<file path="config.mk">
export PLATFORM = sky130hd
export DESIGN_NAME = aud_rec_top
export DESIGN_NICKNAME = d
export VERILOG_FILES = /design/src/source/apb_pkg.sv /design/src/source/aud_pkg.sv /design/src/source/aud_ctrl_regs.sv /design/src/source/aud_recorder.sv /design/src/source/sram_writer.sv /design/src/source/aud_rec_top.sv
export SDC_FILE = /design/constraint.sdc
export NUM_CORES = 1
export LEC_CHECK = 0
export BUFFER_PORTS_ARGS = -buffer_cell sky130_fd_sc_hd__buf_2
export CORE_MARGIN = 5
export CORE_UTILIZATION = 50
export DETAILED_ROUTE_END_ITERATION = 16
export PLACE_DENSITY = 0.72
export SLEW_MARGIN = 20
export SYNTH_ARGS = -nofsm -noshare
export SYNTH_HDL_FRONTEND = slang
export SYNTH_SLANG_ARGS = --single-unit
</file>
<file path="constraint.sdc">
create_clock -name i_clk -period 8 [get_ports i_clk]
set_clock_uncertainty 0.15 [all_clocks]
set_input_delay 0.8 -clock i_clk [delete_from_list [all_inputs] [get_ports i_clk]]
set_output_delay 0.8 -clock i_clk [all_outputs]
set_load 0.005 [all_outputs]
</file>
<file path="src/source/apb_pkg.sv">
`default_nettype none

package apb_pkg;

    // ============================================================
    // Register map
    // ============================================================
    localparam logic [7:0] REG_CTRL   = 8'h00;
    localparam logic [7:0] REG_STATUS = 8'h04;
    localparam logic [7:0] REG_COUNT  = 8'h08;
    localparam logic [7:0] REG_LIMIT  = 8'h0C;
    localparam logic [7:0] REG_DROPS  = 8'h10;

    // Master to slave
    typedef struct packed {
        logic        psel;
        logic        penable;
        logic        pwrite;
        logic [7:0]  paddr;
        logic [31:0] pwdata;
    } apb_req_t;

    // Slave to master
    typedef struct packed {
        logic        pready;
        logic        pslverr;
        logic [31:0] prdata;
    } apb_rsp_t;

endpackage

`default_nettype wire

</file>
<file path="src/source/aud_pkg.sv">
`default_nettype none

package aud_pkg;

    // ============================================================
    // Audio sizes
    // ============================================================
    localparam int SAMPLE_BITS = 16;
    localparam int ADDR_BITS   = 20;

    localparam logic [ADDR_BITS-1:0] LIMIT_RESET = 20'd1024000;

    // One-cycle command pulses
    typedef struct packed {
        logic start;
        logic pause;
        logic stop;
    } aud_cmd_t;

    typedef struct packed {
        logic [ADDR_BITS-1:0]   addr;
        logic [SAMPLE_BITS-1:0] data;
    } sample_t;

    // count is also the next write address
    typedef struct packed {
        logic                 recording;
        logic                 paused;
        logic                 done;
        logic [ADDR_BITS-1:0] count;
    } rec_status_t;

    typedef struct packed {
        logic                   we;
        logic [ADDR_BITS-1:0]   addr;
        logic [SAMPLE_BITS-1:0] data;
    } sram_wr_t;

endpackage

`default_nettype wire

</file>
<file path="src/source/aud_ctrl_regs.sv">
`default_nettype none
`timescale 1ns/1ps

module aud_ctrl_regs
    import apb_pkg::*;
    import aud_pkg::*;
(
    input  wire logic        i_clk,
    input  wire logic        i_rst_n,
    input  wire apb_req_t    i_apb,
    input  wire rec_status_t i_status,
    input  wire logic [15:0] i_drops,
    output apb_rsp_t         o_apb,
    output aud_cmd_t         o_cmd,
    output logic [19:0]      o_limit
);

    logic                 access;
    logic                 addr_err;
    logic                 wr_ok;
    logic [31:0]          rdata;
    aud_cmd_t             cmd_r;
    logic [ADDR_BITS-1:0] limit_r;

    // Access phase, no wait states
    assign access = i_apb.psel & i_apb.penable;
    assign wr_ok  = access & i_apb.pwrite & ~addr_err;

    // ============================================================
    // Address decode and read mux
    // ============================================================
    always_comb begin
        rdata    = '0;
        addr_err = 1'b0;
        case (i_apb.paddr)
            REG_CTRL: begin
                rdata = '0;
            end
            REG_STATUS: begin
                rdata    = {29'd0, i_status.done, i_status.paused, i_status.recording};
                addr_err = i_apb.pwrite;
            end
            REG_COUNT: begin
                rdata    = {{(32-ADDR_BITS){1'b0}}, i_status.count};
                addr_err = i_apb.pwrite;
            end
            REG_LIMIT: begin
                rdata = {{(32-ADDR_BITS){1'b0}}, limit_r};
            end
            REG_DROPS: begin
                rdata    = {16'd0, i_drops};
                addr_err = i_apb.pwrite;
            end
            default: begin
                addr_err = 1'b1;
            end
        endcase
    end

    always_comb begin
        o_apb.pready  = access;
        o_apb.pslverr = access & addr_err;
        o_apb.prdata  = rdata;
    end

    // ============================================================
    // Writable state
    // ============================================================
    always_ff @(posedge i_clk) begin
        if (i_rst_n) begin
            cmd_r   <= '0;
            limit_r <= LIMIT_RESET;
        end else begin
            // Pulses last one cycle only
            cmd_r <= '0;
            if (wr_ok && i_apb.paddr == REG_CTRL) begin
                cmd_r.start <= i_apb.pwdata[0];
                cmd_r.pause <= i_apb.pwdata[1];
                cmd_r.stop  <= i_apb.pwdata[2];
            end
            if (wr_ok && i_apb.paddr == REG_LIMIT) begin
                limit_r <= i_apb.pwdata[ADDR_BITS-1:0];
            end
        end
    end

    assign o_cmd   = cmd_r;
    assign o_limit = limit_r;

endmodule

`default_nettype wire

</file>
<file path="src/source/aud_recorder.sv">
`default_nettype none
`timescale 1ns/1ps

module aud_recorder
    import aud_pkg::*;
(
    input  wire logic        i_clk,
    input  wire logic        i_rst_n,
    input  wire logic        i_lrc,
    input  wire logic        i_data,
    input  wire aud_cmd_t    i_cmd,
    input  wire logic [19:0] i_limit,
    output sample_t          o_sample,
    output logic             o_sample_valid,
    output rec_status_t      o_status
);

    typedef enum logic [1:0] {
        S_IDLE,
        S_WAIT,
        S_SHIFT,
        S_DONE
    } state_t;

    state_t                 state_r, state_w;
    logic [ADDR_BITS-1:0]   addr_r, addr_w;
    logic [ADDR_BITS-1:0]   addr_inc;
    logic [4:0]             bit_cnt_r, bit_cnt_w;
    logic                   paused_r, paused_w;
    logic                   valid_r, valid_w;
    logic                   lrc_d_r;
    logic                   word_start;
    logic                   recording;
    logic [SAMPLE_BITS-1:0] shift_r;
    sample_t                sample_r;

    // LRC falling edge; bit 15 follows one cycle later
    assign word_start = lrc_d_r & ~i_lrc;
    assign recording  = (state_r == S_WAIT) || (state_r == S_SHIFT);
    assign addr_inc   = addr_r + 1'b1;

    // ============================================================
    // Next state
    // ============================================================
    always_comb begin
        state_w   = state_r;
        addr_w    = addr_r;
        bit_cnt_w = bit_cnt_r;
        paused_w  = paused_r;
        valid_w   = 1'b0;
        case (state_r)
            S_IDLE: begin
                state_w = S_IDLE;
            end
            S_WAIT: begin
                if (addr_r >= i_limit) begin
                    state_w = S_DONE;
                end else if (word_start && !paused_r) begin
                    state_w   = S_SHIFT;
                    bit_cnt_w = 5'd0;
                end
            end
            S_SHIFT: begin
                bit_cnt_w = bit_cnt_r + 5'd1;
                // Last bit of the word
                if (bit_cnt_r == 5'd15) begin
                    valid_w = 1'b1;
                    addr_w  = addr_inc;
                    state_w = (addr_inc >= i_limit) ? S_DONE : S_WAIT;
                end
            end
            S_DONE: begin
                state_w = S_DONE;
            end
            default: begin
                state_w = S_IDLE;
            end
        endcase

        // Commands, start has the last word
        if (i_cmd.pause && recording) begin
            paused_w = ~paused_r;
        end
        if (i_cmd.stop && recording) begin
            state_w = S_DONE;
            addr_w  = addr_r;
            valid_w = 1'b0;
        end
        if (i_cmd.start) begin
            state_w  = S_WAIT;
            addr_w   = '0;
            paused_w = 1'b0;
            valid_w  = 1'b0;
        end
        if (state_w == S_DONE) begin
            paused_w = 1'b0;
        end
    end

    always_ff @(posedge i_clk) begin
        if (i_rst_n) begin
            state_r   <= S_IDLE;
            addr_r    <= '0;
            bit_cnt_r <= '0;
            paused_r  <= 1'b0;
            valid_r   <= 1'b0;
            lrc_d_r   <= 1'b0;
        end else begin
            state_r   <= state_w;
            addr_r    <= addr_w;
            bit_cnt_r <= bit_cnt_w;
            paused_r  <= paused_w;
            valid_r   <= valid_w;
            lrc_d_r   <= i_lrc;
        end
    end

    // Shift register and sample payload
    always_ff @(posedge i_clk) begin
        if (state_r == S_SHIFT) begin
            shift_r <= {shift_r[SAMPLE_BITS-2:0], i_data};
        end
        if (valid_w) begin
            sample_r.addr <= addr_r;
            sample_r.data <= {shift_r[SAMPLE_BITS-2:0], i_data};
        end
    end

    assign o_sample       = sample_r;
    assign o_sample_valid = valid_r;

    always_comb begin
        o_status.recording = recording;
        o_status.paused    = paused_r;
        o_status.done      = (state_r == S_DONE);
        o_status.count     = addr_r;
    end

endmodule

`default_nettype wire

</file>
<file path="src/source/sram_writer.sv">
`default_nettype none
`timescale 1ns/1ps

module sram_writer
    import aud_pkg::*;
(
    input  wire logic    i_clk,
    input  wire logic    i_rst_n,
    input  wire sample_t i_sample,
    input  wire logic    i_sample_valid,
    input  wire logic    i_sram_ready,
    output sram_wr_t     o_sram,
    output logic [15:0]  o_drops
);

    sample_t     hold_r;
    logic        we_r;
    logic [15:0] drops_r;
    logic        accept;
    logic        load;
    logic        drop;

    // ============================================================
    // Holding stage control
    // ============================================================
    assign accept = we_r & i_sram_ready;

    // Slot is free when empty or draining this cycle
    assign load = i_sample_valid & (~we_r | accept);
    assign drop = i_sample_valid & we_r & ~i_sram_ready;

    always_ff @(posedge i_clk) begin
        if (i_rst_n) begin
            we_r    <= 1'b0;
            drops_r <= '0;
        end else begin
            if (load) begin
                we_r <= 1'b1;
            end else if (accept) begin
                we_r <= 1'b0;
            end
            // Saturates at all ones
            if (drop && drops_r != 16'hFFFF) begin
                drops_r <= drops_r + 16'd1;
            end
        end
    end

    always_ff @(posedge i_clk) begin
        if (load) begin
            hold_r <= i_sample;
        end
    end

    // ============================================================
    // SRAM port
    // ============================================================
    always_comb begin
        o_sram.we   = we_r;
        o_sram.addr = hold_r.addr;
        o_sram.data = hold_r.data;
    end

    assign o_drops = drops_r;

endmodule

`default_nettype wire

</file>
<file path="src/source/aud_rec_top.sv">
`default_nettype none
`timescale 1ns/1ps

module aud_rec_top
    import apb_pkg::*;
    import aud_pkg::*;
(
    input  wire logic     i_clk,
    input  wire logic     i_rst_n,
    input  wire apb_req_t i_apb,
    output apb_rsp_t      o_apb,
    input  wire logic     i_lrc,
    input  wire logic     i_data,
    output sram_wr_t      o_sram,
    input  wire logic     i_sram_ready
);

    aud_cmd_t             cmd;
    rec_status_t          status;
    logic [ADDR_BITS-1:0] limit;
    sample_t              sample;
    logic                 sample_valid;
    logic [15:0]          drops;

    // Register block
    aud_ctrl_regs aud_ctrl_regs_i (
        .i_clk    (i_clk),
        .i_rst_n  (i_rst_n),
        .i_apb    (i_apb),
        .i_status (status),
        .i_drops  (drops),
        .o_apb    (o_apb),
        .o_cmd    (cmd),
        .o_limit  (limit)
    );

    // I2S capture
    aud_recorder aud_recorder_i (
        .i_clk          (i_clk),
        .i_rst_n        (i_rst_n),
        .i_lrc          (i_lrc),
        .i_data         (i_data),
        .i_cmd          (cmd),
        .i_limit        (limit),
        .o_sample       (sample),
        .o_sample_valid (sample_valid),
        .o_status       (status)
    );

    // SRAM write port
    sram_writer sram_writer_i (
        .i_clk          (i_clk),
        .i_rst_n        (i_rst_n),
        .i_sample       (sample),
        .i_sample_valid (sample_valid),
        .i_sram_ready   (i_sram_ready),
        .o_sram         (o_sram),
        .o_drops        (drops)
    );

endmodule

`default_nettype wire

</file>
==> out/metrics.cfg <==
[synthesis]
synth.avg_cell_area_sq_um = 10.81
ys_async_sr_fraction = 0
synth-xor-area-share = 0.05652
yosysUniqueCellTypes = 63
yosysSeqAreaShare = 0.5396
ys_ff_latch = 157
muxShareOfSynthArea = 0.001346
synth_compound_area_frac = 0.1147
synth_edf_count = 87
synthAdderAreaFrac = 0.08074
synth_cells = 688
synth-simple-area-share = 0.1605
yosysWarnings = 0
synth_ff_type = edfxtp_1
synth_top_family_by_area = simple AND/OR/NAND/NOR gates
syn_area_sq_um = 7438

[timing]
setup_tns_ns = 0
fmax_mhz = 240.2
final_hold_viol_count = 0
finalMaxSlewViolations = 0
slew_headroom = 0.3548
setup_viol = 0
fin_crit_sh = 0.5204
rsz0062_at_grt = false
worst_pin_slew_ns = 0.9657
fin_crit_ns = 4.163
post-route-worst-setup-slack_ns = 3.837

[global_routing]
antenna_found_initial = 0
grt_remaining_overflow = 0
grt_pass1_vias = 5301
grt_max_degree = 42
grt_pass1_wl_mm = 26.28
track_usage = 0.1840

[cts]
cts_buffers = 17
clkLatencyLatePin_ns = 0.43
root_buffer = clkbuf_16
clk_path_buf_depth = 2
cts_setup_buffers = 0
cts_tree = done
cts-hold-fix-buffers = 0
path_clk_slew_ns = 0.07
cts_max_level = 4
cts_resized = 0
clock-sinks = 157

[placed_design]
portBuffers = 94
dp.cells = 940
place_ws_ns = 3.891
place_hpwl_mm = 11.38
gp_congestion = 0.8275

[hold_path]
min_path_cells = 0
hold_path.class = reg -> reg
holdPathEnd = sram_writer_i.o_sram[11]
hp-start = aud_recorder_i.o_sample[11]

[die]
fp.dieH_um = 132.0
core_sq_um = 14590
die_w_um = 132.0
ios = 119
start_util = 0.5099
die_area_sq_um = 17420
placementRows = 44

[power_and_ir_drop]
power_per_cell_area_nw_per_um2 = 197.0
ir_worst_vdd_uv = 142.4
p_leak_nw = 3.388

[cells_and_area]
final_common_cell = buf_2
final_cell_mix = buf_2, nand2_1, edfxtp_1
stdcell_count = 972
nets = 871
n_antenna_cell = 0
final_layout_size_suffix_gt1_frac = 0.2081
area_growth_pct = 15.66

[critical_path]
rrSetupSlack_ns = 3.84
end_kind = flop
cp_num_buf_inv = 0
crit_type = reg -> reg
reg2reg_depth = 13
r2r_start = aud_recorder_i.addr_r[0]
crit_path_top_delay_cell = a2111oi_0
timing.rr.end = aud_recorder_i.state_r[1]
cpLargestDelayFamily = compound AO/OA/AOI/OAI gates
crit_chain = ha_1 > nand3_1 > nor3_2 > and4_1 > nand3_1 > xnor2_1 > ha_1 > a21o_1 > o21ai_0 > nand3_1 > a2111oi_0 > o31ai_1 > o21ba_1
start_kind = flop
critPathRequiredTime_ns = 8.18
cp_common_cell = nand3_1
critPathMaxStageDelay_ns = 0.71
worstPathMaxFanout = 7
critPathArrivalTime_ns = 4.34

[drt]
via_count = 5282
drc = 0
drt-initial-drc-count = 313
met3_wirelength_um = 844
wl_met1_mm = 7.234
first_pass_iters = 4
route.met2.wl_mm = 7.455
routed_via_density = 5.434
top_layer_used = met4
routedWlPerCell_um = 16.12
drt-total-wl_mm = 15.67
antenna_left = 0

[status]
status = finished clean

[run]
max_cap_viol_count = 0

==> cell usage after synthesis, types with 5 or more instances <==
master / instances / area, sq um
clkbuf_1: 18 / 67.56
a21o_1: 6 / 45.04
a22oi_1: 19 / 142.6
a21oi_1: 29 / 145.1
buf_4: 15 / 112.6
o211ai_1: 8 / 60.06
nor2_1: 56 / 210.2
xor2_1: 28 / 245.2
xnor2_1: 20 / 175.2
nand3_1: 23 / 115.1
a21oi_2: 8 / 70.07
nand2_1: 91 / 341.6
edfxtp_1: 87 / 2613
and2_1: 7 / 43.79
ha_1: 48 / 600.6
dfxtp_1: 70 / 1401
nand4_1: 12 / 75.07
nand2_2: 5 / 31.28
or3_1: 5 / 31.28
nor3_1: 5 / 25.02
o21ai_0: 20 / 100.1
inv_1: 28 / 105.1
and3_1: 13 / 81.33
nor2b_1: 6 / 37.54
==> metrics by stage <==
| step | instance area [sq um] | utilization | total power, mW | hold WS (ns) |
|---|---|---|---|---|
| after floorplan | 7480 | - | 0.8753 | 0.2503 |
| after global placement | 7978 | 0.5468 | 0.8826 | 0.2532 |
| after detailed placement | 7978 | 0.5468 | 0.8833 | 0.2545 |
| after CTS | 8602 | 0.5896 | 1.710 | 0.2656 |
| after global routing | 8603 | 0.5897 | 1.745 | 0.2757 |
| final | 8603 | 0.5897 | 1.695 | 0.2624 |
==> registers in the layout, summed over array words and instances (netlist names), 2 cells and up <==
register                  cells
aud_ctrl_regs_i.o_limit      20
aud_ctrl_regs_i.o_cmd         3
aud_recorder_i.state_r        2
aud_recorder_i.addr_r        20
sram_writer_i.o_drops        16
sram_writer_i.o_sram         36
aud_recorder_i.bit_cnt_r      5
aud_recorder_i.o_sample      36
aud_recorder_i.shift_r       15
==> routing by layer <==
metal,track usage,vias up
met5,0,-
met4,0.07029,0
met3,0.04160,11
met2,0.2959,135
met1,0.2433,2521
li1,-,2615
==> final cells by class <==
cell class	instances	area (sq um)
well taps	184	230.2
repair buffers	97	493.0
clock buffers	17	425.4
inverters	28	105.1
multi-input cells	474	3137
clock inverters	15	198.9
flip-flops and latches	157	4014
fillers	1215	5986
==> how the worst max path moves through the flow <==
| stage | start | to | slack, ns | cells past startpoint |
|---|---|---|---|---|
| after global placement | aud_recorder_i.addr_r[0] | aud_recorder_i.state_r[1] | 4.04 | 13 |
| after CTS | aud_recorder_i.addr_r[0] | aud_recorder_i.state_r[1] | 3.81 | 13 |
| after global routing | aud_recorder_i.addr_r[0] | aud_recorder_i.state_r[1] | 3.57 | 13 |
| after floorplan | aud_recorder_i.addr_r[0] | aud_recorder_i.state_r[1] | 4.75 | 13 |
| final | aud_recorder_i.addr_r[0] | aud_recorder_i.state_r[1] | 3.84 | 13 |
| after detailed placement | aud_recorder_i.addr_r[0] | aud_recorder_i.state_r[1] | 3.89 | 13 |
==> where the power goes <==
| part | leakage, nW | switching (mW) | internal, mW |
|---|---|---|---|
| Sequential | 1.35 | 0.000120 | 0.842 |
| Combinational | 1.74 | 0.0146 | 0.00884 |
| Clock | 0.297 | 0.354 | 0.476 |
| Total | 3.39 | 0.368 | 1.33 |
==> kinds of logic (layout without fill, tap and decap cells) <==
group	count (synthesis)	count (layout)
DFF	157	157
xor gates and xnor gates	48	48
other	1	12
and+or+nand+nor	245	245
muxes	1	1
adders and majority gates	48	48
buffers and inverters	68	157
AOI/OAI and AO/OA	120	120
==> worst register-to-register path, cell delays in order, from the launching register on <==
cell and delay, ns:
dfxtp_1 0.55, ha_1 0.28, nand3_1 0.21, nor3_2 0.42
and4_1 0.37, nand3_1 0.12, xnor2_1 0.15, ha_1 0.32
a21o_1 0.19, o21ai_0 0.16, nand3_1 0.11, a2111oi_0 0.71
o31ai_1 0.13, o21ba_1 0.19
Note: power is estimated with default switching activity, not from simulation.
